[src/verilog/mem_pkg.sv]
package mem_pkg;

  // --------------------------------------------------
  // Sizes
  // --------------------------------------------------
  localparam int data_width         = 32;
  localparam int ram_addr_bits      = 8;
  localparam int flash_addr_bits    = 24;
  localparam int page_words_default = 16;

  // Image location and the only instruction the SPI engine issues
  localparam logic [flash_addr_bits-1:0] flash_base     = 24'h080000;
  localparam logic [7:0]                 flash_read_cmd = 8'h03;

  // --------------------------------------------------
  // RAM bus
  // --------------------------------------------------
  typedef struct packed {
    logic                     write;
    logic                     read;
    logic [ram_addr_bits-1:0] addr;
    logic [data_width-1:0]    wdata;
  } ram_req_t;

  // rdata_valid follows a granted read by one cycle
  typedef struct packed {
    logic [data_width-1:0] rdata;
    logic                  rdata_valid;
  } ram_rsp_t;

  // --------------------------------------------------
  // Image words
  // --------------------------------------------------
  typedef struct packed {
    logic [15:0] reserved;
    logic [15:0] page_count;
  } image_header_t;

  // First word of the image is both stored data and the header
  typedef union packed {
    logic [data_width-1:0] data;
    image_header_t         header;
  } image_word_u;

endpackage

[src/verilog/ram_arbiter.sv]
`timescale 1ns/1ns

module ram_arbiter (
  input  logic              clk,
  input  logic              reset_in,
  input  logic              boot_req,
  input  mem_pkg::ram_req_t boot_data,
  output logic              boot_gnt,
  input  logic              host_req,
  input  mem_pkg::ram_req_t host_data,
  output logic              host_gnt,
  output mem_pkg::ram_req_t ram_req,
  output logic              rsp_to_host
);

  logic owner_host;

  // Boot loader always goes first
  assign boot_gnt    = boot_req;
  assign host_gnt    = host_req && !boot_req;
  assign rsp_to_host = owner_host;

  always_comb begin
    ram_req = '0;
    if (boot_gnt) begin
      ram_req = boot_data;
    end else if (host_gnt) begin
      ram_req = host_data;
    end
  end

  // --------------------------------------------------
  // Owner of the read now in the RAM pipeline
  // --------------------------------------------------
  always_ff @(posedge clk or posedge reset_in) begin
    if (reset_in) begin
      owner_host <= 1'b0;
    end else if (ram_req.read) begin
      owner_host <= host_gnt;
    end
  end

  assert property (@(posedge clk) disable iff (reset_in) !(boot_gnt && host_gnt))
    else $error("ram_arbiter: both ports granted");

endmodule

[config.mk]
export PLATFORM = sky130hd
export DESIGN_NAME = ram_arbiter
export DESIGN_NICKNAME = d
export VERILOG_FILES = /design/src/verilog/mem_pkg.sv /design/src/verilog/ram_arbiter.sv
export SDC_FILE = /design/constraint.sdc
export NUM_CORES = 1
export LEC_CHECK = 0
export ABC_AREA = 1
export BUFFER_PORTS_ARGS = -buffer_cell sky130_fd_sc_hd__buf_2
export CELL_PAD_IN_SITES_DETAIL_PLACEMENT = 1
export CELL_PAD_IN_SITES_GLOBAL_PLACEMENT = 2
export CORE_AREA = 4 4 89 91
export CTS_CLUSTER_DIAMETER = 40
export DETAILED_ROUTE_END_ITERATION = 8
export DIE_AREA = 0 0 93 95
export GPL_ROUTABILITY_DRIVEN = 0
export PLACE_DENSITY_LB_ADDON = 0.1
export SLEW_MARGIN = 20
export SYNTH_ARGS = -nofsm -noshare
export SYNTH_HDL_FRONTEND = slang
export SYNTH_SLANG_ARGS = --single-unit
[constraint.sdc]
create_clock -name clk -period 0.9 [get_ports clk]
set_input_delay 0.09 -clock clk [delete_from_list [all_inputs] [get_ports clk]]
set_output_delay 0.09 -clock clk [all_outputs]
set_load 0.02 [all_outputs]
==> run_results.csv <==
group,metric,value,unit
run_status,status,"completed",
floorplanning,die_w,93,um
global_routing,antenna_found_initial,0,
route,firstDrtPassIters,4,
global_routing,grt_pass1_vias,1476,
critical_path,cp.arrival,740,ps
yosys,yosys-top-cells-area,"nand3_2 (41%), nand2_1 (33%), buf_12 (8.2%)",
timing,rsz0062_at_grt,"no",
critical_path,cp.required,810,ps
place,port_buffers,132,
power,power_density,568,nW/um^2
critical_path,reg2reg_to,"rsp_to_host$_DFFE_PP0P_",
timing,slew_headroom,0.879,
global_routing,grt_pass1_wl,7070,um
yosys,synth_top_cell_by_area,"nand3_2",
flow_run,drv_cap,0,
yosys,syn-num-nets,236,
floorplanning,ioPinCount,133,
critical_path,r2r_start,"rsp_to_host$_DFFE_PP0P_",
yosys,avgSynthCellArea,6.63,um^2
min_path,holdPathEnd,"rsp_to_host$_DFFE_PP0P_",
place,dp_hpwl,3760,um
critical_path,critPathKind,"input pin to primary output",
place,placed_area,1710,um^2
critical_path,worst_setup_path_end_kind,"primary output",
route,routed_wl,4670,um
power,total_leakage_power,1.08,nW
floorplanning,rows,31,
yosys,yosys_warnings,0,
layout,finish.net_count,367,
timing,whs,379,ps
clocking,clk_pin_slew,0,ps
yosys,netlist_instances,148,
route,vias_per_cell,3.83,
yosys,yosys.area.top_type_share,0.408,
timing,hold_viol,0,
yosys,ys_ff_latch,1,
floorplanning,die-area,8840,um^2
layout,fin_cells,376,
floorplanning,die-height,95,um
timing,slew_viol_final,0,
route,drc,0,
layout,area_growth_syn_to_layout,82.1,%
clocking,clock_latency,0,ps
route,num_vias,1439,
layout,n_fill_cell,953,
timing,setup-tns-final,0,ps
layout,largest_reg_flops,1,
timing,setup_ws,69.2,ps
critical_path,startpoint_type,"input pin",
critical_path,cpMaxStageDelayCell,"clkbuf_16",
timing,fmax,1200,MHz
critical_path,crit_fanout,6,
power,peakVddDrop,254,uV
yosys,syn_area,981,um^2
global_routing,grt_overflow_total,0,
layout,final_area,1790,um^2
layout,layout-drive-gt1-share,0.668,
timing,clock_skew,0,ps
place,placed_cells,373,
layout,final_util,0.250,
critical_path,max_stage_delay,170,ps
route,avgRoutedWirePerCell,12.4,um
place,post-place-ws,-34.7,ps
timing,min_period,831,ps
global_routing,grt_usage,0.0949,
floorplanning,start_util,0.137,
yosys,synth.distinct_cells,12,
yosys,ys_seq_area_frac,0.0255,
timing,setup_viol,0,
min_path,hold_path_depth,4,
floorplanning,core,7140,um^2
critical_path,reg2regPathDepth,2,
route,drt_iter0_drc,5,
timing,period_share,0.923,
critical_path,crit_path_cell_trace,"buf_6 -> clkinv_8 -> clkbuf_16 -> nand3_2 -> nand2_1 -> buf_4",
min_path,worstHoldPathType,"input pin to register",
layout,diodes,0,
route,antenna_left,0,
global_routing,grt_max_degree,27,
min_path,min_from,"boot_data[40]",
timing,worst_slew_pin_slew,181,ps
critical_path,r2r_slack,310,ps
power,total_power,1.01,mW
-- where the power goes --
group          internal (mW)  switching (mW)
sequential            0.0514         0.00259
clock                      0               0
combinational          0.420           0.540
-- cells in the mapped netlist (all sizes together) --
library cell	instances
nand3	42
dfrtp	1
buf	15
inv	3
nor2	1
nand2	86
-- worst max-delay path, delay by kind of cell --
kind                   cells  cell delay, ps
and+or+nand+nor            2             100
buffers and inverters      4             550
-- kinds of logic (layout without fill, tap and decap cells) --
kind of cell           after synthesis  count (layout)  synth area share
buffers and inverters               18             147             0.223
flip-flops                           1               1            0.0255
AND/OR/NAND/NOR                    129             129             0.751
-- metal layers --
metal,vias up,part of all wire,GRT usage
met1,641,0.38,0.110
li1,728,-,-
met5,-,0,0
met4,0,0.0043,0.00366
met3,2,0.093,0.0207
met2,68,0.53,0.187
-- cell usage in the layout, fill, tap and decap left out --
cell,count
buf_2,122
nand2_1,86
nand3_2,40
buf_4,11
buf_12,6
nand3_1,2
buf_6,2
inv_2,1
nor2_1,1
clkinv_8,1
inv_1,1
inv_4,1
clkbuf_16,1
dlygate4sd3_1,1
dfrtp_1,1
-- how the worst max path moves through the flow --
stage	start	endpoint	slack [ps]	cells after the start
floorplan	boot_req	host_gnt	140	3
global placement	boot_req	ram_req[41]	-10	6
detailed placement	boot_req	ram_req[41]	-30	6
CTS	boot_req	ram_req[19]	10	6
global route	boot_req	ram_req[29]	10	6
finish	boot_req	ram_req[29]	70	6
-- cell type report --
| cell class | count | area (um^2) | share of cell area |
|---|---|---|---|
| Multi-Input combinational cell | 129 | 737 | 0.412 |
| Sequential cell | 1 | 25.0 | 0.0140 |
| Timing Repair inverter | 1 | 6.26 | 0.00350 |
| Timing Repair Buffer | 143 | 871 | 0.487 |
| Inverter | 3 | 23.8 | 0.0133 |
| Tap cell | 99 | 124 | 0.0693 |
-- repair_timing --
| action | in CTS | in global routing |
|---|---|---|
| hold endpoints to repair | 1 | 0 |
| hold buffers | 1 | 0 |
| setup endpoints to repair | 28 | 30 |
| cloned | 1 | 1 |
| setup buffers | 0 | 0 |
| gates resized for setup | 2 | 11 |
Note: power is estimated with default switching activity, not from simulation.
