===== src/verilog/mem_pkg.sv =====
package mem_pkg;

  // --------------------------------------------------
  // Sizes
  // --------------------------------------------------
  localparam int data_width         = 32;
  localparam int ram_addr_bits      = 8;
  localparam int flash_addr_bits    = 24;
  localparam int page_words_default = 16;

  // Image location and the only instruction the SPI engine issues
  localparam logic [flash_addr_bits-1:0] flash_base     = 24'h080000;
  localparam logic [7:0]                 flash_read_cmd = 8'h03;

  // --------------------------------------------------
  // RAM bus
  // --------------------------------------------------
  typedef struct packed {
    logic                     write;
    logic                     read;
    logic [ram_addr_bits-1:0] addr;
    logic [data_width-1:0]    wdata;
  } ram_req_t;

  // rdata_valid follows a granted read by one cycle
  typedef struct packed {
    logic [data_width-1:0] rdata;
    logic                  rdata_valid;
  } ram_rsp_t;

  // --------------------------------------------------
  // Image words
  // --------------------------------------------------
  typedef struct packed {
    logic [15:0] reserved;
    logic [15:0] page_count;
  } image_header_t;

  // First word of the image is both stored data and the header
  typedef union packed {
    logic [data_width-1:0] data;
    image_header_t         header;
  } image_word_u;

endpackage


===== src/verilog/spi_flash_reader.sv =====
`timescale 1ns/1ns

module spi_flash_reader (
  input  logic                                clk,
  input  logic                                reset_in,
  input  logic                                start,
  input  logic [mem_pkg::flash_addr_bits-1:0] addr,
  input  logic [9:0]                          byte_count,
  output logic                                busy,
  output logic [7:0]                          byte_data,
  output logic                                byte_valid,
  output logic                                flash_c,
  output logic                                flash_sb,
  output logic                                flash_dq0,
  input  logic                                flash_dq1
);

  localparam logic [1:0] st_idle = 2'd0;
  localparam logic [1:0] st_cmd  = 2'd1;
  localparam logic [1:0] st_data = 2'd2;
  localparam logic [1:0] st_done = 2'd3;

  logic [1:0]  state;
  logic [31:0] tx_shift;
  logic [7:0]  rx_shift;
  logic [4:0]  bit_cnt;
  logic [9:0]  bytes_left;

  assign busy      = (state != st_idle);
  assign flash_dq0 = tx_shift[31];

  always_ff @(posedge clk or posedge reset_in) begin
    if (reset_in) begin
      state      <= st_idle;
      tx_shift   <= '0;
      rx_shift   <= '0;
      bit_cnt    <= '0;
      bytes_left <= '0;
      byte_data  <= '0;
      byte_valid <= 1'b0;
      flash_c    <= 1'b0;
      flash_sb   <= 1'b1;
    end else begin
      byte_valid <= 1'b0;
      case (state)
        st_idle: begin
          if (start) begin
            state      <= st_cmd;
            tx_shift   <= {mem_pkg::flash_read_cmd, addr};
            bit_cnt    <= 5'd31;
            bytes_left <= byte_count;
            flash_sb   <= 1'b0;
          end
        end
        // Command and address, MSB first
        st_cmd: begin
          flash_c <= ~flash_c;
          // Falling edge of flash_c moves the next bit out
          if (flash_c) begin
            if (bit_cnt == 5'd0) begin
              state    <= st_data;
              bit_cnt  <= 5'd7;
              tx_shift <= '0;
            end else begin
              tx_shift <= {tx_shift[30:0], 1'b0};
              bit_cnt  <= bit_cnt - 5'd1;
            end
          end
        end
        st_data: begin
          flash_c <= ~flash_c;
          // Sample on the rising edge, flash changed dq1 on the falling one
          if (!flash_c) begin
            rx_shift <= {rx_shift[6:0], flash_dq1};
            if (bit_cnt == 5'd0) begin
              byte_data  <= {rx_shift[6:0], flash_dq1};
              byte_valid <= 1'b1;
              bytes_left <= bytes_left - 10'd1;
              bit_cnt    <= 5'd7;
              if (bytes_left == 10'd1) begin
                state <= st_done;
              end
            end else begin
              bit_cnt <= bit_cnt - 5'd1;
            end
          end
        end
        st_done: begin
          flash_c  <= 1'b0;
          flash_sb <= 1'b1;
          state    <= st_idle;
        end
        default: state <= st_idle;
      endcase
    end
  end

  // Loader must wait for the previous transfer to end
  assert property (@(posedge clk) disable iff (reset_in) start |-> !busy)
    else $error("spi_flash_reader: start while a transfer is running");

endmodule


===== config.mk =====
export PLATFORM = sky130hd
export DESIGN_NAME = spi_flash_reader
export DESIGN_NICKNAME = d
export VERILOG_FILES = /design/src/verilog/mem_pkg.sv /design/src/verilog/spi_flash_reader.sv
export SDC_FILE = /design/constraint.sdc
export NUM_CORES = 1
export LEC_CHECK = 0
export BUFFER_PORTS_ARGS = -buffer_cell sky130_fd_sc_hd__clkbuf_2
export CAP_MARGIN = 20
export CORE_ASPECT_RATIO = 0.8
export CORE_UTILIZATION = 61
export CTS_CLUSTER_DIAMETER = 150
export CTS_CLUSTER_SIZE = 10
export DETAILED_ROUTE_END_ITERATION = 8
export HOLD_SLACK_MARGIN = 0.1
export PLACE_DENSITY_LB_ADDON = 0.3
export SLEW_MARGIN = 20
export SYNTH_ARGS = -nofsm -noshare
export SYNTH_HDL_FRONTEND = slang
export SYNTH_SLANG_ARGS = --single-unit

===== constraint.sdc =====
create_clock -name clk -period 3.7 [get_ports clk]
set_input_delay 0.925 -clock clk [delete_from_list [all_inputs] [get_ports clk]]
set_output_delay 0.925 -clock clk [all_outputs]
set_load 0.005 [all_outputs]

==> results of run 1 <==
cell families after synthesis:
logic type               Yosys count  synth area share [%]
buffers and inverters             35                  4.36
AND/OR/NAND/NOR                  130                  20.0
AO/OA/AOI/OAI                     96                  18.1
adder cells (fa/ha/maj)            7                  2.63
multiplexers                      14                  4.51
flip-flops                        67                  50.4
metal layers:
layer | part of all wire, % | wire length [um] | global-route usage (%)
met1 | 47 | 3250 | 36.3
met2 | 46 | 3210 | 41.6
met3 | 5.8 | 407 | 7.24
met4 | 1.4 | 97 | 11.2
met5 | 0 | 0 | 0
worst max-delay path, cell delays in order, from the launching register on:
cell     delay (ps)
dfrtp_1         420
inv_1           100
ha_1            650
mux2_2          540
nand2_1         300
o22ai_1         230
a21oi_1          80
cells in the mapped netlist (all sizes together):
cell type,count,share of area (%)
a21oi,60,9.0
or4b,1,0.41
nor4b,1,0.45
nand3,4,0.60
a41oi,1,0.26
a31oi,1,0.19
nor2b,2,0.38
clkbuf,12,1.4
a21o,2,0.45
buf,9,1.4
mux2,8,2.7
or3,1,0.19
nor4,3,0.75
or2,1,0.19
and4,4,1.1
mux2i,6,1.8
dfstp,1,0.79
o32a,1,0.30
o21a,1,0.23
a31o,2,0.53
a311oi,1,0.26
ha,7,2.6
dfrtp,66,50
clkinv,1,0.11
nor2,35,3.9
nor3b,1,0.23
nor3,7,1.1
o22ai,10,1.9
a211oi,2,0.45
nand4,5,0.94
nand2b,3,0.56
and3,26,4.9
a2111oi,1,0.83
inv,13,1.5
a22o,8,2.1
a221oi,1,0.79
nand2,34,3.8
o21ai,5,0.75
nand4b,2,0.53
layout by cell type, fill, tap and decap left out, types with 2 or more instances in the layout:
cell	synthesis	layout
a21o_1	2	2
o22ai_1	10	10
nor2b_1	2	2
nor3_1	7	7
clkinv_2	0	4
clkinvlp_4	0	2
and3_1	26	26
buf_4	0	5
nand3_1	4	4
a31o_2	2	2
ha_1	7	7
nand4b_1	2	2
nor4_1	2	2
mux2i_1	6	6
nor2_1	35	35
inv_1	12	11
nand4_1	5	5
and4_1	4	4
clkbuf_8	0	9
o21ai_0	5	5
clkbuf_2	0	50
mux2_2	8	8
a22o_1	8	8
dfrtp_1	66	66
a21oi_1	60	60
nand2_1	34	34
nand2b_1	3	3
state kept, by name, indices dropped and copies added, names as in the netlist:
register and count:
bit_cnt 5, state 2, flash_c 1, flash_sb 1
bytes_left 10, byte_data 8, byte_valid 1, tx_shift 32
rx_shift 7
cell type report:
cell class,instances,area [um2]
Tap cell,62,77.6
Multi-Input combinational cell,247,1520
Inverter,14,53.8
Clock buffer,9,124
Timing Repair Buffer,55,288
Fill cell,377,1320
Clock inverter,7,68.8
Sequential cell,67,1680
through the flow:
step | hold slack (ps) | std cells | cell area, um2 | total power [uW]
detailed placement | 459 | 445 | 3610 | 818
floorplan | 433 | 349 | 3330 | 784
CTS | 477 | 461 | 3800 | 1410
global placement | 444 | 445 | 3610 | 817
global route | 505 | 461 | 3810 | 1440
finish | 472 | 461 | 3810 | 1390
worst paths after layout:
check	endpoint	slack, ps	cells after the start
setup / recovery	bytes_left[1]	1200	6
hold / removal	byte_data[7]	470	2
setup reg to reg	bytes_left[1]	1200	6
hold reg to reg	byte_data[7]	470	2
max in group asynchronous	flash_c	2360	3
min in group asynchronous	tx_shift[6]	690	2
power breakdown:
part | total, uW | internal [uW] | switching (uW) | leakage (uW)
Combinational | 57.4 | 27.9 | 29.5 | 0.00101
Clock | 590 | 308 | 282 | 0.0000950
Sequential | 745 | 740 | 4.83 | 0.000820
Total | 1390 | 1080 | 317 | 0.00193
==> qor.csv, run 1 <==
stage,metric,value,unit
logic_synthesis,syn_nets,394,
cts,later-pin clock latency in the skew report,340,ps
layout,synth-to-layout area growth,14.4,%
timing,RSZ-0062 raised after global routing,no,
setup_path,CP Capture Type,flip-flop,
timing,Tightest Pin Transition,813,ps
cts,H-tree levels,3,
detailed_routing,Routed WL,6.96,mm
layout,utilization after layout,74.3,%
layout,Post-layout nets,439,
place,pre-CTS WS,1250,ps
setup_path,crit path DAT,2680,ps
logic_synthesis,synthesized flop and latch total,67,
layout,layout cell share with drive strength beyond 1,22.8,%
setup_path,worst-path fanout max,21,
floorplanning,IO Pins,51,
cts,CTS tree,done,
timing,setup_tns,0,ps
pwr,PwrDens,366,nW/um2
place,gpl congestion,0.779,
logic_synthesis,Synth cell types,43,
logic_synthesis,Synth warnings,0,
timing,Rel. slew slack,45.8,%
setup_path,Critical Path Start,state[0],
setup_path,critical path class,reg2reg,
timing,count of pins over their slew limit,0,
timing,Fin. Hold Viols,0,
global_route,pin count of the biggest net entering global routing,49,
floorplanning,die height,68.1,um
logic_synthesis,mapped cell area,3330,um2
detailed_routing,1st-iter DRT viols,172,
detailed_routing,DRT antenna net count,0,
status,status,finished with violations,
pwr,LEAKAGE,0.00193,uW
timing,period utilisation layout,67.6,%
floorplanning,Rows,23,
cts,Root Driver,clkbuf_8,
setup_path,Critical Path RT,3880,ps
global_route,GRT Total Usage,26.8,%
timing,Final WS setup,1200,ps
logic_synthesis,syn avg cell area,9.53,um2
place,dpl hpwl,4.61,mm
logic_synthesis,"Seq/Total Area, Yosys",50.4,%
global_route,global-route wire length before repair,11.8,mm
run,MaxCap Viol Count,0,
timing,Tmin final,2500,ps
logic_synthesis,Synth Instances,349,
cts,post-CTS sizing,0,
pwr,VDD IR-drop max,0.241,mV
cts,Max clock buf depth,2,
global_route,total grt overflow,0,
detailed_routing,1st-pass router iterations,7,
status,failing checks,design-rule violations,
cts,postcts setup bufs,0,
cts,hold_buf cts,0,
cts,clock sink count,67,
global_route,number of global-route vias before repair,2538,
timing,Fmax,400,MHz
detailed_routing,mean routed wirelength per cell,15.1,um
floorplanning,DIE WIDTH,84.6,um
setup_path,CP startpoint kind,flip-flop,
cts,Clock transition at path regs,70,ps
floorplanning,Initial Util,64.9,%
floorplanning,Core ar.,5120,um2
timing,final setup vio count,0,
place,# port buffers,50,
timing,Setup Skew,4.82,ps
layout,diode count,0,
min_path,HP Class,reg2reg,
detailed_routing,via count,2757,
cts,total CTS buffers,9,
detailed_routing,Vias per Instance,5.98,
min_path,hold path start,rx_shift[6],
floorplanning,Die Footprint,5760,um2
setup_path,Worst R2R Start,state[0],
detailed_routing,DRC violations left,1,
global_route,initial antenna violation count,0,
Power figures use the tool's default switching activity.
==> inputs of run 2 (changes only) <==
- CORE_UTILIZATION: 61 -> 51
- clock period: 3.7 -> 2.2 ns (I/O delays scaled with it)
==> qor.csv, run 2 (synthesized netlist as in run 1, its figures left out) <==
stage,metric,value,unit,change
global_route,number of global-route vias before repair,2486,,-2.0%
cts,clock sink count,67,,unchanged
cts,Root Driver,clkbuf_8,,
floorplanning,Rows,25,,+8.7%
cts,H-tree levels,3,,unchanged
timing,Tightest Pin Transition,607,ps,-206 ps
min_path,HP Class,in2async,,
place,Placed Area,3710,um2,+2.7%
layout,biggest regs,"tx_shift x32, bytes_left x10, byte_data x8",,
cts,Max clock buf depth,2,,unchanged
floorplanning,IO Pins,51,,unchanged
layout,Post-layout nets,445,,+1.4%
global_route,pin count of the biggest net entering global routing,49,,unchanged
timing,Setup Skew,7.64,ps,+2.82 ps
setup_path,Critical Path RT,1650,ps,-2230 ps
cts,post-CTS sizing,0,,unchanged
layout,filler instances,516,,+37%
pwr,Total Power,2350,uW,+68%
timing,Tmin final,2090,ps,
detailed_routing,via count,2731,,-0.94%
layout,utilization after layout,64.0,%,-10 points
pwr,clock group share of total power,42.3,%,about the same
timing,Fin. Hold Viols,0,,unchanged
floorplanning,Die Footprint,6850,um2,+19%
global_route,total grt overflow,0,,unchanged
detailed_routing,Vias per Instance,5.62,,-6.0%
place,# port buffers,50,,unchanged
pwr,Int Pwr,1850,uW,+72%
status,status,completed,,
pwr,VDD IR-drop max,0.414,mV,+72%
floorplanning,Initial Util,54.5,%,-10 points
layout,number of flip-flops in the largest register,32,,unchanged
setup_path,critical path class,reg2out,,
setup_path,crit path DAT,1540,ps,-1140 ps
pwr,PwrDens,601,nW/um2,+64%
global_route,initial antenna violation count,0,,unchanged
timing,final setup vio count,0,,unchanged
detailed_routing,1st-iter DRT viols,199,,+16%
layout,"commonest non-fill, non-tap cell in the layout",dfrtp_1,,
setup_path,Worst R2R Start,state[0],,
place,gpl congestion,0.789,,+1.2%
detailed_routing,DRT antenna net count,0,,unchanged
timing,RSZ-0062 raised after global routing,no,,
timing,period utilisation layout,95.1,%,
timing,Final WS setup,108,ps,-1090 ps
pwr,power share of the combinational group,4.3,%,+0.2 points
pwr,Sw Ratio,21.3,%,-1.5 points
layout,Register Area,1680,um2,unchanged
timing,setup_tns,0,ps,unchanged
timing,Rel. slew slack,59.5,%,+14 points
cts,hold_buf cts,0,,unchanged
pwr,Sw Pwr,499,uW,+57%
layout,layout cell share with drive strength beyond 1,23.5,%,+0.65 points
layout,diode count,0,,unchanged
setup_path,worst-path fanout max,8,,-62%
floorplanning,die height,74.2,um,+9.1%
global_route,GRT Total Usage,21.9,%,-4.9 points
floorplanning,DIE WIDTH,92.3,um,+9.1%
detailed_routing,DRC violations left,0,,-1
layout,synth-to-layout area growth,17.3,%,
floorplanning,Core ar.,6100,um2,+19%
timing,Fmax,478,MHz,
setup_path,Critical Path Start,state[0],,
global_route,global-route wire length before repair,11.5,mm,-2.1%
layout,finished layout cell area,3900,um2,+2.5%
cts,later-pin clock latency in the skew report,340,ps,about the same
cts,postcts setup bufs,0,,unchanged
detailed_routing,1st-pass router iterations,4,,-3
detailed_routing,Routed WL,7.02,mm,+0.80%
run,MaxCap Viol Count,0,,unchanged
detailed_routing,mean routed wirelength per cell,14.4,um,-4.4%
layout,highest-count cells in the layout ignoring fill and taps,"dfrtp_1, a21oi_1, clkbuf_2, nor2_1, nand2_1",,
place,pre-CTS WS,109,ps,-1140 ps
cts,Clock transition at path regs,70,ps,about the same
cts,CTS tree,done,,
timing,count of pins over their slew limit,0,,unchanged
setup_path,CP Capture Type,output pin,,
pwr,Flop pwr share,53.4,%,about the same
place,dpl hpwl,4.79,mm,+4.1%
layout,Top reg by flops,tx_shift,,
layout,multi-input logic area,1520,um2,+0.17%
setup_path,CP startpoint kind,flip-flop,,
cts,total CTS buffers,9,,unchanged
pwr,LEAKAGE,0.00196,uW,+1.6%
run 2: cell count changes in the layout (fill, tap and decap cells not counted), sizes merged:
| cell | delta |
|---|---|
| buf | +6 |
| clkbuf | +4 |
| clkinv | -3 |
| clkinvlp | -1 |
run 2: area by class of cell:
class,count,share of cell area (%)
sequential,67,43.0
multi-input combinational,247,38.9
timing repair buffer,61,9.17
clock buffer,13,3.82
tap,81,2.60
inverter,14,1.44
clock inverter,3,1.03
run 2: per-layer routing:
metal | GRT usage (%) | routed length [um] | share of wire (%) | vias up
met5 | 0 | 0 | 0 | -
met4 | 9.38 | 112 | 1.6 | 0
met3 | 5.83 | 265 | 3.8 | 10
met2 | 34.0 | 3190 | 45 | 59
met1 | 29.6 | 3450 | 49 | 1310
li1 | - | - | - | 1352
run 2: final timing paths:
check	end	slack, ps	cells past startpoint
min in group clk	byte_data[0]	410	3
worst min register to register	byte_data[4]	470	2
worst min-delay path	rx_shift[1]	260	2
worst max register to register	bit_cnt[2]	170	6
worst max-delay path	busy	110	4
max in group asynchronous	bytes_left[5]	1350	3
run 2: metrics by stage:
stage               hold slack (ps)  cells
floorplan                       433    349
global placement                456    470
detailed placement              462    470
CTS                             267    486
global route                    293    486
finish                          264    486
run 2: power by group through the flow:
| stage | logic [uW] | registers [uW] | clock network (uW) |
|---|---|---|---|
| global placement | 101 | 1280 | 0 |
| CTS | 103 | 1250 | 1020 |
| finish | 100 | 1250 | 992 |
| global route | 114 | 1250 | 1070 |
| detailed placement | 102 | 1280 | 0 |
| floorplan | 43.2 | 1280 | 0 |
run 2: critical path, cell delays in order, from the launching register on:
cell and delay (ps):
dfrtp_1 420, inv_1 80, ha_1 290, inv_1 240, clkbuf_2 170
==> inputs of run 3 (changes only) <==
- REMOVE_ABC_BUFFERS: not set -> 1
==> qor.csv, run 3 (synthesized netlist as in run 1, its figures left out) <==
stage,metric,value,unit,change
place,gpl congestion,0.803,,+1.8%
setup_path,critical path class,reg2out,,
layout,Post-layout nets,445,,unchanged
setup_path,r2r setup slk,220,ps,+50 ps
cts,H-tree levels,3,,unchanged
layout,Non-Filler Instances,486,,unchanged
min_path,HP Class,in2async,,
cts,hold_buf cts,0,,unchanged
setup_path,CP Capture Type,output pin,,
place,dpl hpwl,4.61,mm,-3.7%
global_route,GRT Total Usage,22.0,%,+0.055 points
setup_path,kind of cell adding the most delay to the critical path,buffers and inverters,,
run,MaxCap Viol Count,0,,unchanged
layout,layout cell share with drive strength beyond 1,24.2,%,+0.74 points
global_route,initial antenna violation count,0,,unchanged
setup_path,CP startpoint kind,flip-flop,,
layout,Register Area,1680,um2,unchanged
cts,Root Driver,clkbuf_8,,
global_route,total grt overflow,0,,unchanged
cts,CTS tree,done,,
layout,filler instances,539,,+4.5%
timing,final setup vio count,0,,unchanged
detailed_routing,Routed WL,6.87,mm,-2.1%
pwr,LEAKAGE,0.00195,uW,-0.34%
global_route,global-route wire length before repair,11.6,mm,+1.0%
detailed_routing,via count,2688,,-1.6%
layout,highest-count cells in the layout ignoring fill and taps,"dfrtp_1, a21oi_1, clkbuf_2, nor2_1, nand2_1",,
global_route,number of global-route vias before repair,2490,,+0.16%
timing,Tmin final,2100,ps,+2.82 ps
layout,multi-input logic area,1520,um2,unchanged
layout,biggest regs,"tx_shift x32, bytes_left x10, byte_data x8",,
floorplanning,die height,74.2,um,unchanged
timing,Fmax,477,MHz,-0.13%
pwr,PwrDens,584,nW/um2,-2.9%
layout,"commonest non-fill, non-tap cell in the layout",dfrtp_1,,
timing,Rel. slew slack,60.6,%,+1.1 points
cts,Max clock buf depth,2,,unchanged
global_route,M2 GR Usage,34.8,%,+0.82 points
timing,Fin. Hold Viols,0,,unchanged
status,status,completed,,
floorplanning,Die Footprint,6850,um2,unchanged
cts,clock sink count,67,,unchanged
floorplanning,Rows,25,,unchanged
timing,Tightest Pin Transition,586,ps,-20.5 ps
place,# port buffers,50,,unchanged
timing,count of pins over their slew limit,0,,unchanged
timing,RSZ-0062 raised after global routing,no,,
layout,Top reg by flops,tx_shift,,
setup_path,worst-path cell chain,inv_1 -> ha_1 -> inv_1 -> clkbuf_2,,
cts,Clock transition at path regs,80,ps,about the same
detailed_routing,Vias per Instance,5.53,,-1.6%
global_route,GR peak layer,met2,,
cts,total CTS buffers,9,,unchanged
global_route,pin count of the biggest net entering global routing,68,,+39%
floorplanning,IO Pins,51,,unchanged
detailed_routing,DRT antenna net count,0,,unchanged
place,placed cells,470,,unchanged
setup_path,"Slowest-stage cell, CP",dfrtp_1,,
detailed_routing,mean routed wirelength per cell,14.1,um,-2.1%
pwr,Total Power,2270,uW,-3.3%
layout,number of flip-flops in the largest register,32,,unchanged
setup_path,cell mode on critical path,inv_1,,
layout,diode count,0,,unchanged
setup_path,crit path DAT,1550,ps,about the same
global_route,grt met3 use,5.42,%,-0.41 points
timing,Setup Skew,5.24,ps,-2.40 ps
floorplanning,DIE WIDTH,92.3,um,unchanged
global_route,met1 capacity usage during global routing,30.1,%,+0.57 points
setup_path,WP buf/inv,3,,unchanged
pwr,VDD IR-drop max,0.379,mV,-8.5%
timing,setup_tns,0,ps,unchanged
cts,post-CTS sizing,0,,unchanged
timing,period utilisation layout,95.2,%,+0.13 points
floorplanning,Initial Util,54.5,%,unchanged
cts,later-pin clock latency in the skew report,340,ps,about the same
cts,postcts setup bufs,0,,unchanged
layout,synth-to-layout area growth,16.7,%,
detailed_routing,1st-iter DRT viols,225,,+13%
setup_path,worst-path fanout max,8,,unchanged
setup_path,CP max stage delay,410,ps,about the same
setup_path,Critical Path RT,1650,ps,about the same
layout,utilization after layout,63.7,%,-0.29 points
detailed_routing,DRC violations left,0,,unchanged
floorplanning,Core ar.,6100,um2,unchanged
detailed_routing,1st-pass router iterations,4,,unchanged
## run 3: final timing paths
kind	cells past startpoint	startpoint	to
min in group clk	3	flash_dq1	byte_data[0]
worst min register to register	2	byte_data[1]	byte_data[1]
worst max-delay path	4	state[0]	busy
max in group asynchronous	3	reset_in	flash_sb
worst min-delay path	3	reset_in	byte_data[7]
worst max register to register	6	state[0]	tx_shift[28]
## run 3: layout make-up
class | count | area share (%)
Clock buffer | 9 | 3.19
Clock inverter | 7 | 1.32
Tap cell | 81 | 2.61
Multi-Input combinational cell | 247 | 39.1
Sequential cell | 67 | 43.2
Inverter | 14 | 1.35
Timing Repair Buffer | 61 | 9.21
## run 3: worst reg2reg max path, cell delays in order, from the launching register on
cell	delay, ps
dfrtp_1	410
inv_1	80
ha_1	300
nor2b_2	250
or2_2	350
a21o_1	240
a22o_1	250
## run 3: metal layers
layer,up-vias,part of all wire (%)
li1,1357,-
met1,1262,50
met2,58,44
met3,11,4.6
met4,0,1.2
met5,-,0
## run 3: through the flow
| stage | hold WS, ps | area, um2 | setup slack [ps] |
|---|---|---|---|
| 2_1_floorplan | 433 | 3230 | -1970 |
| 3_3_place_gp | 452 | 3710 | 240 |
| 3_5_place_dp | 464 | 3710 | 48.0 |
| 4_1_cts | 256 | 3880 | 49.6 |
| 5_1_grt | 282 | 3880 | 14.7 |
| 6_report | 247 | 3880 | 105 |
## run 3: report_power, final
part	internal, uW	switching [uW]
Sequential	1240	8.23
Clock	414	505
Combinational	48.4	48.5
