$ cat config.mk
export PLATFORM = sky130hd
export DESIGN_NAME = host_port
export DESIGN_NICKNAME = d
export VERILOG_FILES = /design/src/verilog/mem_pkg.sv /design/src/verilog/host_port.sv
export SDC_FILE = /design/constraint.sdc
export NUM_CORES = 1
export LEC_CHECK = 0
export ABC_AREA = 0
export BUFFER_PORTS_ARGS = -buffer_cell sky130_fd_sc_hd__buf_2
export CAP_MARGIN = 10
export CORE_ASPECT_RATIO = 0.9
export CORE_MARGIN = 5
export CORE_UTILIZATION = 38
export CTS_CLUSTER_DIAMETER = 100
export DETAILED_ROUTE_END_ITERATION = 10
export GPL_ROUTABILITY_DRIVEN = 0
export PLACE_DENSITY_LB_ADDON = 0.1
export SYNTH_ARGS = -nofsm -noshare
export SYNTH_HDL_FRONTEND = slang
export SYNTH_SLANG_ARGS = --single-unit
$ cat constraint.sdc
create_clock -name clk -period 3.3 [get_ports clk]
set_input_delay 0.495 -clock clk [delete_from_list [all_inputs] [get_ports clk]]
set_output_delay 0.495 -clock clk [all_outputs]
set_load 0.03 [all_outputs]
$ cat src/verilog/mem_pkg.sv
package mem_pkg;

  // --------------------------------------------------
  // Sizes
  // --------------------------------------------------
  localparam int data_width         = 32;
  localparam int ram_addr_bits      = 8;
  localparam int flash_addr_bits    = 24;
  localparam int page_words_default = 16;

  // Image location and the only instruction the SPI engine issues
  localparam logic [flash_addr_bits-1:0] flash_base     = 24'h080000;
  localparam logic [7:0]                 flash_read_cmd = 8'h03;

  // --------------------------------------------------
  // RAM bus
  // --------------------------------------------------
  typedef struct packed {
    logic                     write;
    logic                     read;
    logic [ram_addr_bits-1:0] addr;
    logic [data_width-1:0]    wdata;
  } ram_req_t;

  // rdata_valid follows a granted read by one cycle
  typedef struct packed {
    logic [data_width-1:0] rdata;
    logic                  rdata_valid;
  } ram_rsp_t;

  // --------------------------------------------------
  // Image words
  // --------------------------------------------------
  typedef struct packed {
    logic [15:0] reserved;
    logic [15:0] page_count;
  } image_header_t;

  // First word of the image is both stored data and the header
  typedef union packed {
    logic [data_width-1:0] data;
    image_header_t         header;
  } image_word_u;

endpackage

$ cat src/verilog/host_port.sv
`timescale 1ns/1ns

module host_port (
  input  logic                              clk,
  input  logic                              reset_in,
  input  logic                              write_req,
  input  logic                              read_req,
  input  logic [mem_pkg::ram_addr_bits-1:0] addr,
  input  logic [mem_pkg::data_width-1:0]    data_write,
  output logic [mem_pkg::data_width-1:0]    data_read,
  output logic                              data_read_valid,
  output logic                              busy,
  input  logic                              boot_active,
  output logic                              req,
  output mem_pkg::ram_req_t                 req_data,
  input  logic                              gnt,
  input  mem_pkg::ram_rsp_t                 rsp,
  input  logic                              rsp_mine
);

  logic pending;
  logic capture;
  logic read_done;

  // Strobes only count while the port is free
  assign capture   = !pending && !boot_active && (write_req || read_req);
  assign read_done = pending && !req && rsp.rdata_valid && rsp_mine;
  assign busy      = pending || boot_active;

  always_ff @(posedge clk or posedge reset_in) begin
    if (reset_in) begin
      pending         <= 1'b0;
      req             <= 1'b0;
      data_read_valid <= 1'b0;
    end else begin
      data_read_valid <= 1'b0;
      if (capture) begin
        pending <= 1'b1;
        req     <= 1'b1;
      end else if (req && gnt) begin
        req <= 1'b0;
        // A write is finished once the RAM took it
        if (req_data.write) begin
          pending <= 1'b0;
        end
      end else if (read_done) begin
        pending         <= 1'b0;
        data_read_valid <= 1'b1;
      end
    end
  end

  always_ff @(posedge clk) begin
    if (capture) begin
      // Write wins when both strobes are present
      if (write_req) begin
        req_data <= '{write: 1'b1, read: 1'b0, addr: addr, wdata: data_write};
      end else begin
        req_data <= '{write: 1'b0, read: 1'b1, addr: addr, wdata: '0};
      end
    end
    if (read_done) begin
      data_read <= rsp.rdata;
    end
  end

endmodule

==> results.md, run 1 <==
Power and ir drop:
- Power spread over the standard cell area amounts to 673.8 nW/um^2.
- The total power after layout is 0.002510 W.
- In this run the static leakage power is 1.592 nW.
- The worst-case IR drop observed on VDD is 0.0003349 V.

Finish:
- The total number of nets in the final design is 373.
- The proportion of layout cells with a drive suffix above 1 is 0.5940.
- The area growth from synthesis to layout is 43.61%.
- Excluding fillers, the count of instances in the completed layout stands at 388.
- The diode insertion count for antenna repair is 0.

Synth:
- Measured against the total synthesized area, the mux share comes to 0.
- The library cell occupying the most area in the post-synthesis netlist is sky130_fd_sc_hd__edfxtp_1.
- The number of warning messages in the yosys log is 0.
- The complex-gate fraction of the synthesized area is 0.008683.
- In the synthesized netlist, the number of instances is 126.
- Of the total synthesized cell area, the portion taken by full adders, half adders and majority gates is 0.
- The number of nets produced by synthesis is 206.
- Of the total synthesized cell area, the portion taken by XOR and XNOR cells is 0.
- The count of different cell masters after synthesis is 13.
- The proportion of netlist area held by the largest area contributor is 0.8567.
- A synthesized cell averages 20.59 um^2.
- The combinational family with the most area after synthesis is simple AND/OR/NAND/NOR gates.
- The mapped cell area is 2594 um^2.
- Of the total synthesized cell area, the portion taken by AND, OR, NAND and NOR gates is 0.09407.
- The share of the Yosys chip area taken by registers is 0.8857.
- By area the synthesized netlist is led by sky130_fd_sc_hd__edfxtp_1 86%, sky130_fd_sc_hd__and2_1 7.7%, sky130_fd_sc_hd__dfrtp_1 2.9%.
- The flip-flop and latch count after synthesis is 77.

Timing:
- In the finished design, the share of the clock period the worst path needs comes to 0.5470.
- Headroom to the max-slew limit came out at 0.6851.
- The count of final setup violators is 0.
- For the final database, setup skew stands at 3.091 ps.
- Setup total negative slack on the finished layout was measured at 0 ps.
- The final count of hold timing violations is 0.
- After layout, the minimum clock period comes to 1805 ps.
- The setup slack after layout is 1495 ps.
- Setup repair after global routing left no endpoint under its margin.
- The max-slew violation count came to 0.
- The slew of the pin with the lowest slew margin is 472.4 ps.
- Static timing analysis puts the maximum clock frequency at 554.0 MHz.

Route:
- The count of nets left with antenna violations once routing finished came out at 0.
- For this block, wires on met1 add up to 2032 um.
- The top layer used by detailed routing is met4.
- For this block, the routed nets add up to 5601 um of wire.
- The count of TritonRoute iterations in the first routing pass is 4.
- Using the TritonRoute via totals, the vias-per-cell ratio works out to 4.196.
- For this run, design rule violations remaining after detail routing come to 0.
- The met2 wire length is 2784 um.
- The routed length on met3 is 715 um.
- Across all layers, the routed design uses 1628 vias.
- For this block, the initial DRC count from the detailed router was 30.
- The final routed wire length divided by cell count is 14.44 um.

CTS:
- The clock passes through at most 2 buffers.
- After clock tree synthesis, the clock-pin slew on the worst setup and hold paths is 80 ps.
- The CTS tree is built.
- Buffers added to address setup during post-CTS repair amount to 0.
- The later pin in the worst-skew pair is clocked with a latency of 330 ps.
- The number of gates resized after CTS was 0.
- The number of hold buffers added after CTS was 1.
- The H-tree was split into 3 levels.
- The root buffer cell chosen for the clock tree is sky130_fd_sc_hd__clkbuf_8.
- The CTS sink count is 77.
- In this run, CTS created clock tree buffers numbering 9.

Floorplanning:
- The floorplan die width is 97.09 um.
- The floorplan has 28 rows.
- The core region is 6621 um^2.
- The die covers 8580 um^2.
- The count of pins on the block boundary is 157.
- The starting utilization of the core area is 0.3917.
- In this run the vertical extent of the chip is 88.38 um.

GRT:
- The initial antenna violation count is 0.
- The first-pass GRT wire length is 8349 um.
- Entering global routing, the biggest net connects 36 pins.
- The global-route total usage across every layer is 0.1316.
- Summed over all layers, the global routing overflow is 0.
- The via count of the first global-routing pass is 1653.

Placed design:
- The count of input and output buffers is 156.
- Prior to clock tree synthesis, the placed netlist has a worst setup slack of 1128 ps.
- In this run, placement finished with an instance count of 371.

Critical path:
- For the worst setup path, the data arrival time is 1800 ps.
- The critical-path maximum fanout is 35.
- The worst setup path is captured at a register.
- The kind of critical path is primary input to register.
- The worst setup path is launched from a primary input.
- The required arrival time at the worst endpoint is 3290 ps.

Outcome:
- The flow ran to the end, and the final reports show no timing, DRC or antenna violations.

Job:
- The number of violations of the max-capacitance limit is 0.

Worst hold path:
- The min-delay analysis places its worst path in the category primary input to register.
[worst paths after layout]
path / from / end / slack [ps] / cells past startpoint
min in group asynchronous: reset_in / req / 570 / 3
min: addr[4] / req_data[36] / 330 / 1
max in group asynchronous: reset_in / data_read_valid / 2600 / 3
max reg2reg: pending / req_data[29] / 1550 / 3
max: write_req / req_data[29] / 1490 / 4
min reg2reg: req / data_read_valid / 530 / 1
[cells by family (layout without fill, tap and decap cells)]
| kind of cell | after synthesis | after routing |
|---|---|---|
| flip-flops | 77 | 77 |
| AND/OR/NAND/NOR | 40 | 40 |
| AO/OA/AOI/OAI | 2 | 2 |
| buffers and inverters | 7 | 179 |
[routing by layer]
layer / vias up / track usage
met4: 0 / 0.04592
met5: - / 0
li1: 794 / -
met2: 96 / 0.2199
met3: 7 / 0.08353
met1: 731 / 0.1375
[registers in the layout, indices dropped and copies added, names as in the netlist]
| signal | flops |
|---|---|
| req_data | 42 |
| data_read | 32 |
| data_read_valid | 1 |
| pending | 1 |
| req | 1 |
[cell usage in the layout (no fill, tap or decap)]
cell,n
sky130_fd_sc_hd__and2_1,32
sky130_fd_sc_hd__and3_2,1
sky130_fd_sc_hd__and3b_1,1
sky130_fd_sc_hd__buf_2,156
sky130_fd_sc_hd__buf_4,2
sky130_fd_sc_hd__bufinv_16,2
sky130_fd_sc_hd__clkbuf_1,1
sky130_fd_sc_hd__clkbuf_8,9
sky130_fd_sc_hd__clkinv_2,1
sky130_fd_sc_hd__clkinvlp_4,3
sky130_fd_sc_hd__dfrtp_1,3
sky130_fd_sc_hd__dlygate4sd3_1,1
sky130_fd_sc_hd__edfxtp_1,74
sky130_fd_sc_hd__inv_1,4
sky130_fd_sc_hd__nand2_1,1
sky130_fd_sc_hd__nor2_1,1
sky130_fd_sc_hd__nor2_4,1
sky130_fd_sc_hd__nor3_1,1
sky130_fd_sc_hd__nor3_2,1
sky130_fd_sc_hd__o22ai_1,1
sky130_fd_sc_hd__o32ai_2,1
sky130_fd_sc_hd__or2_1,1
[per-stage QoR]
step / utilization / hold WS [ps] / area (um^2)
after floorplan: - / 248.6 / 2594
after global routing: 0.5625 / 293.8 / 3725
after global placement: 0.5285 / 364.8 / 3500
after detailed placement: 0.5285 / 366.7 / 3500
after CTS: 0.5625 / 303.1 / 3725
final: 0.5625 / 327.1 / 3725
[critical path, cell delays in order]
cell                     delay [ps]
sky130_fd_sc_hd__buf_2          390
sky130_fd_sc_hd__nor2_1         200
sky130_fd_sc_hd__nor2_4         260
sky130_fd_sc_hd__buf_4          440
[Yosys cell counts]
cell and n:
sky130_fd_sc_hd__and3_2 1, sky130_fd_sc_hd__nor3_1 2, sky130_fd_sc_hd__and2_1 32, sky130_fd_sc_hd__or2_1 1, sky130_fd_sc_hd__nand2_1 1, sky130_fd_sc_hd__o22ai_1 1
sky130_fd_sc_hd__dfrtp_1 3, sky130_fd_sc_hd__nor2_1 2, sky130_fd_sc_hd__o32ai_2 1, sky130_fd_sc_hd__clkbuf_2 3, sky130_fd_sc_hd__edfxtp_1 74, sky130_fd_sc_hd__and3b_1 1
sky130_fd_sc_hd__inv_1 4
[power breakdown]
group | total (W) | switching [W] | internal [W] | leakage, nW
clock network | 0.000746 | 0.000322 | 0.000424 | 0.0985
registers | 0.00126 | 0.0000334 | 0.00122 | 0.726
logic | 0.000506 | 0.000367 | 0.000140 | 0.767
total | 0.00251 | 0.000722 | 0.00179 | 1.59
[area by class of cell]
cell class	count	area, um^2
clock buffers	10	127.6
clock inverters	6	87.58
fillers	558	2897
inverters	4	15.01
multi-input cells	42	279.0
flip-flops and latches	77	2297
well taps	90	112.6
repair buffers	159	805.8
Power figures use the tool's default switching activity.
==> run 2, diff against run 1 <==
==> constraint.sdc (replaced) <==
create_clock -name clk -period 1.5 [get_ports clk]
set_input_delay 0.225 -clock clk [delete_from_list [all_inputs] [get_ports clk]]
set_output_delay 0.225 -clock clk [all_outputs]
set_load 0.03 [all_outputs]
==> run 2 against run 1 <==
Against the previous run: clock power up 98%; combinational power up 130%; clock-buffer cell count unchanged; die area unchanged; critical endpoint is now busy; largest power group unchanged; highest routed layer unchanged.
==> results.md, run 2 (synthesized netlist as in run 1, its figures left out) <==
Outcome:
- The run finished with clean final reports.

Timing:
- For the final database, setup skew stands at 2.695 ps.
- The final count of hold timing violations is 0.
- The count of final setup violators is 0.
- The slew of the pin with the lowest slew margin is 326.4 ps.
- The minimum clock period after layout is 1375 ps.
- In the finished design, the share of the clock period the worst path needs comes to 0.9166.
- The highest clock frequency the design can meet is 727.3 MHz.
- The worst slew margin relative to its limit is 0.7816.
- Setup repair after global routing left no endpoint under its margin.
- The max-slew violation count came to 0.
- The hold slack is 60.63 ps.
- The setup slack after layout is 125.1 ps.

Critical path:
- The slowest stage of the critical path is the sky130_fd_sc_hd__dfrtp_1 cell.
- The type of element launching the critical path is a register.
- Walking the worst path, the cells encountered are or2_4 -> buf_2.
- The required arrival time at the worst endpoint is 1270 ps.
- The critical-path maximum fanout is 4.
- The endpoint type of the worst setup path is an output port.
- The critical path in this run is classified as register to output port.
- The worst-case reg-to-reg path depth is 3.
- The reg-to-reg critical path endpoint is req_data[39].
- Setup slack on the worst reg-to-reg path comes out at 190 ps.
- In this design, the stage delay of the slowest critical-path cell is 380 ps.
- The reg-to-reg critical path startpoint is pending.
- The data arrival at the endpoint of the critical path is 1150 ps.

Finish:
- The largest registers in the layout are req_data (42), data_read (32).
- Counting flops per register, the top entry is req_data.
- Once layout is done, the placed cells without fillers occupy 3742 um^2.
- The total number of nets in the final design is 374.
- The area growth from synthesis to final layout is 44.28%.
- Of the cells placed in the final design, the portion with a size suffix greater than 1 is 0.5987.
- The number of flip-flops in the largest register is 42.
- The number of antenna diodes in the final layout is 0.
- In the layout the commonest cells are 156 x sky130_fd_sc_hd__buf_2, 74 x sky130_fd_sc_hd__edfxtp_1, 32 x sky130_fd_sc_hd__and2_1, 9 x sky130_fd_sc_hd__clkbuf_8, 4 x sky130_fd_sc_hd__inv_1.
- Leaving out fill and tap cells, the most frequent cell in the layout is sky130_fd_sc_hd__buf_2.
- The count of fill cells added during filler insertion is 585.

Route:
- The via-per-instance ratio is 4.242.
- Before antenna repair, the detailed router went through 5 iterations.
- The number of DRC violations after detailed-routing iteration 0 is 62.
- The number of vias after detailed routing is 1650.
- Wires add up to 5645 um.
- In the routed design, unresolved DRC markers number 0.
- Dividing the detail-routed wire length by the instance count gives 14.51 um.
- In this run the remaining antenna-violating nets after routing total 0.

CTS:
- The H-tree was split into 3 levels.
- The longest clock path from root to sink contains 2 buffers.
- The post-cts sizing count is 0.
- The CTS sink count is 77.
- The clock reaches the later pin of the worst-skew pair after 330 ps.
- Post-CTS timing repair inserted 0 buffers for setup.
- The post-cts hold buffer count is 1.
- The clock transition at the register clock pins on the worst setup and hold paths after CTS is 80 ps.
- The clock tree root buffer cell is sky130_fd_sc_hd__clkbuf_8.
- The CTS tree is built.
- In this run, CTS created clock tree buffers numbering 9.

Floorplanning:
- The initial utilization of the core area, before any placement, comes to 0.3917.
- The total die area is 8580 um^2.
- The floorplan die width is 97.09 um.
- During I/O placement, the number of pins put on the boundary was 157.
- The row count is 28.
- The overall die height is 88.38 um.
- After floorplanning, the core was sized to cover 6621 um^2.

GRT:
- The global-route total usage across every layer is 0.1279.
- The initial antenna violation count is 0.
- The pin count of the biggest net entering global routing is 43.
- The via count of the first global-routing pass came to 1594.
- The first global-routing pass estimated 8052 um of wire.
- The global-route congestion overflow total is 0.

Worst hold path:
- The instance count along the most critical hold path is 1.
- The startpoint identified for the worst hold timing path is addr[0].
- In this run the worst hold path is classified as primary input to register.
- The end of the worst hold path is req_data[32].

Job:
- The number of violations of the max-capacitance limit is 0.

Power and ir drop:
- The analysis attributes to cell leakage a power of 1.598 nW.
- The worst voltage drop across the vdd grid is 0.0007252 V.
- The completed layout was analyzed and its total power is 0.005408 W.
- Dividing total power by cell area gives a power density of 1445 nW/um^2.

Placed design:
- The count of input and output buffers is 156.
- The post-place instance area is 3542 um^2.
- The worst setup slack before clock tree synthesis is 197.5 ps.
- The wire-length estimate of the detail-placed layout is 4307 um.
## run 2: cell types whose count changed in the layout (fill, tap and decap cells not counted)
cell | before | now
sky130_fd_sc_hd__buf_12 | 0 | 2
sky130_fd_sc_hd__buf_4 | 2 | 1
sky130_fd_sc_hd__bufinv_16 | 2 | 1
sky130_fd_sc_hd__clkinv_1 | 0 | 1
sky130_fd_sc_hd__clkinvlp_4 | 3 | 2
sky130_fd_sc_hd__dfrtp_1 | 3 | 2
sky130_fd_sc_hd__dfrtp_2 | 0 | 1
sky130_fd_sc_hd__inv_6 | 0 | 1
sky130_fd_sc_hd__nor3_2 | 1 | 0
sky130_fd_sc_hd__nor3_4 | 0 | 1
sky130_fd_sc_hd__or2_1 | 1 | 0
sky130_fd_sc_hd__or2_4 | 0 | 1
## run 2: where the power goes
group	switching, W	internal, W
Clock	0.000716	0.000766
Sequential	0.0000733	0.00269
Combinational	0.000817	0.000342
## run 2: worst max path at each step
stage | startpoint | to | slack (ps) | cells after the start
3_5_place_dp | pending | req_data[9] | 200 | 3
4_1_cts | pending | busy | 100 | 2
5_1_grt | pending | busy | 80 | 2
3_3_place_gp | pending | req_data[35] | 210 | 3
6_report | pending | busy | 130 | 2
2_1_floorplan | req | data_read[0] | -200 | 1
## run 2: routing by layer
layer | GRT usage | part of all wire | wire length [um] | vias to the layer above
met5 | 0 | 0 | 0 | -
met4 | 0.04847 | 0.016 | 90 | 0
met3 | 0.08195 | 0.14 | 772 | 9
met2 | 0.2112 | 0.47 | 2680 | 107
met1 | 0.1336 | 0.37 | 2102 | 735
li1 | - | - | - | 799
## run 2: final cells by class
| type | count | area, um^2 | share of cell area |
|---|---|---|---|
| clock buffer | 10 | 127.6 | 0.03410 |
| clock inverter | 6 | 62.56 | 0.01672 |
| inverter | 4 | 15.01 | 0.004012 |
| multi-input combinational | 42 | 287.8 | 0.07690 |
| sequential | 77 | 2298 | 0.6142 |
| tap | 90 | 112.6 | 0.03009 |
| timing repair buffer | 160 | 838.3 | 0.2240 |
## run 2: per-stage QoR
step | setup TNS, ps | instances | util
floorplan | -14940 | 126 | -
CTS | 0 | 389 | 0.5652
global route | 0 | 389 | 0.5652
detailed placement | 0 | 372 | 0.5350
global placement | 0 | 372 | 0.5350
finish | 0 | 389 | 0.5652
## run 2: critical path: cells and delay by family, from the launching register on
family	cells	cell delay (ps)
and+or+nand+nor	1	260
DFF	1	380
buffers and inverters	1	180
==> run 3, diff against run 2 <==
--- a/config.mk
+++ b/config.mk
@@ -14,7 +14,7 @@
 export CTS_CLUSTER_DIAMETER = 100
 export DETAILED_ROUTE_END_ITERATION = 10
 export GPL_ROUTABILITY_DRIVEN = 0
-export PLACE_DENSITY_LB_ADDON = 0.1
+export PLACE_DENSITY = 0.85
 export SYNTH_ARGS = -nofsm -noshare
 export SYNTH_HDL_FRONTEND = slang
 export SYNTH_SLANG_ARGS = --single-unit
==> run 3 against run 2 <==
Against the previous run: non-clock buffer count unchanged; maximum frequency down 2.0%; critical path depth unchanged; clock skew down 0.72 ps; combinational power about the same; core utilization up 0.13 points; largest power group unchanged; highest routed layer is now met5.
==> results.md, run 3 (synthesized netlist as in run 1, its figures left out) <==
GRT:
- The global-route track usage on met3 is 0.08274.
- The first global-routing pass estimated 9397 um of wire.
- The via count of the first global-routing pass is 1811.
- Across every metal layer, demand over resource in global routing totals 0.1487.
- After global routing the overflow that remains totals 0.
- Entering global routing, the biggest net connects 43 pins.
- For this run, global-route usage on met2 was measured as 0.2607.
- In the global route stage, met1 resource usage came out at 0.1507.
- The most utilized layer in the global route result is met2.
- The initial antenna violation count is 1.

Timing:
- The highest clock frequency the design can meet is 712.8 MHz.
- The smallest clock period supported by the final layout is computed as 1403 ps.
- Once routing completed, OpenROAD measured the worst setup slack at 97.02 ps.
- Between clock sinks in the finished design, the worst skew comes to 1.979 ps.
- The setup TNS is 0 ps.
- The count of final setup violators is 0.
- The max-slew violation count is 0.
- Headroom to the max-slew limit came out at 0.7684.
- For the pin with the worst max-slew slack, the measured transition is 346.1 ps.
- Of the available clock period, the critical path in the final layout requires 0.9353.
- Setup repair after global routing left no endpoint under its margin.
- The final count of hold timing violations came to 0.

Power and ir drop:
- The leakage power is 1.601 nW.
- VDD sags by at most 0.0006172 V.
- The total power after layout is 0.005482 W.
- The areal power density over the cells is 1461 nW/um^2.

Floorplanning:
- The total die area is 8580 um^2.
- Measured along the x axis, the die boundary spans 97.09 um.
- From bottom edge to top edge, the die measures 88.38 um.
- The row count is 28.
- For this configuration, the core starts out at a cell density of 0.3917.
- The area inside the core boundary is 6621 um^2.
- The count of pins on the block boundary is 157.

Outcome:
- The flow ran to the end, and the final reports show no timing, DRC or antenna violations.

CTS:
- The maximum buffer depth of the clock tree is 2.
- TritonCTS built the clock tree.
- In this run, CTS created clock tree buffers numbering 9.
- The H-tree generated during clock tree synthesis spans 3 levels.
- The clock transition at the register clock pins on the worst setup and hold paths after CTS is 80 ps.
- The post-cts hold buffer count is 1.
- The number of gates resized after CTS was 0.
- The clock tree root buffer cell is sky130_fd_sc_hd__clkbuf_8.
- The CTS sink count is 77.
- At the later pin of the worst-skew pair, clock insertion delay measures 340 ps.
- The number of post-CTS setup repair buffers is 0.

Critical path:
- The critical-path maximum fanout is 4.
- On the critical path, the stage with the largest delay is an instance of sky130_fd_sc_hd__dfrtp_1.
- In this design, the stage delay of the slowest critical-path cell is 390 ps.
- The required arrival time at the worst endpoint is 1270 ps.
- The signal on the critical path passes through or2_4 -> buf_2.
- STA puts the critical path data arrival time at 1180 ps.
- The type of element launching the critical path is a register.
- The kind of critical path is register to output port.
- The worst setup path is captured at an output port.

Route:
- In this run, the number of DRC markers left after iteration 0 of detailed routing was 56.
- In the routed layout, each cell is associated on average with a via count of 4.375.
- The count of TritonRoute iterations in the first routing pass is 4.
- The final route contains 1702 vias.
- In the routed design, unresolved DRC markers number 0.
- The final antenna-violating net count is 0.
- Summed over all layers, the routed wires come to 6193 um.
- The final routed wire length divided by cell count is 15.92 um.

Finish:
- The most common cell after layout, fill and taps aside is sky130_fd_sc_hd__buf_2.
- The total number of nets in the final design is 374.
- The area growth from synthesis to layout is 44.62%.
- The top cell types in the final layout, fill and taps aside, are 156 x sky130_fd_sc_hd__buf_2, 74 x sky130_fd_sc_hd__edfxtp_1, 32 x sky130_fd_sc_hd__and2_1, 9 x sky130_fd_sc_hd__clkbuf_8, 4 x sky130_fd_sc_hd__inv_1.
- The finished cells cover 3751 um^2.
- The proportion of layout cells with a drive suffix above 1 is 0.6020.
- In the final layout, the registers with the most flip-flops are req_data (42), data_read (32).
- The diode insertion count for antenna repair is 0.
- The number of flip-flops in the largest register is 42.
- The register bank with the most flops is req_data.

Placed design:
- The half-perimeter wire length after placement is 4804 um.
- The placed instances occupy a cell area of 3542 um^2.
- The count of input and output buffers is 156.
- The worst setup slack before clock tree synthesis is 178.8 ps.

Worst hold path:
- The tightest min-delay check is of the primary input to register type.

Job:
- The number of violations of the max-capacitance limit is 0.
[run 3: changes by cell type in the layout (fill, tap and decap cells not counted), sizes merged]
cell / previous run / this run
inv: 5 / 6
clkinv: 2 / 1
[run 3: final timing paths]
check	slack (ps)	start	cells after the start	to
max in group asynchronous	1050	reset_in	3	req
hold reg to reg	530	req	1	data_read_valid
setup reg to reg	170	pending	3	req_data[19]
hold / removal	60	rsp[32]	1	data_read[31]
min in group asynchronous	310	reset_in	3	pending
setup / recovery	100	pending	2	busy
[run 3: power by group]
part           internal (W)  switching [W]
registers           0.00269      0.0000841
clock network      0.000783       0.000749
logic              0.000342       0.000830
[run 3: area by class of cell]
type	count	area, um^2
inverter	4	15.01
timing repair buffer	160	838.3
clock buffer	10	127.6
multi-input combinational	42	287.8
fill	543	2870
clock inverter	6	71.32
tap	90	112.6
sequential	77	2298
[run 3: layer usage]
| metal | routed length (um) | vias up |
|---|---|---|
| met4 | 91 | 2 |
| met1 | 2181 | 787 |
| met2 | 3121 | 109 |
| met5 | 13 | - |
| li1 | - | 795 |
| met3 | 784 | 9 |
[run 3: critical path, delay by kind of cell (launching register included)]
| family | cells | cell delay [ps] |
|---|---|---|
| flip-flops | 1 | 390 |
| buffers and inverters | 1 | 180 |
| AND/OR/NAND/NOR | 1 | 260 |
[run 3: stage by stage]
stage	utilization	std cells	hold WS (ps)
floorplan	-	126	-21.42
global placement	0.5350	372	96.00
detailed placement	0.5350	372	100.5
CTS	0.5665	389	37.70
global route	0.5665	389	17.01
finish	0.5665	389	56.84
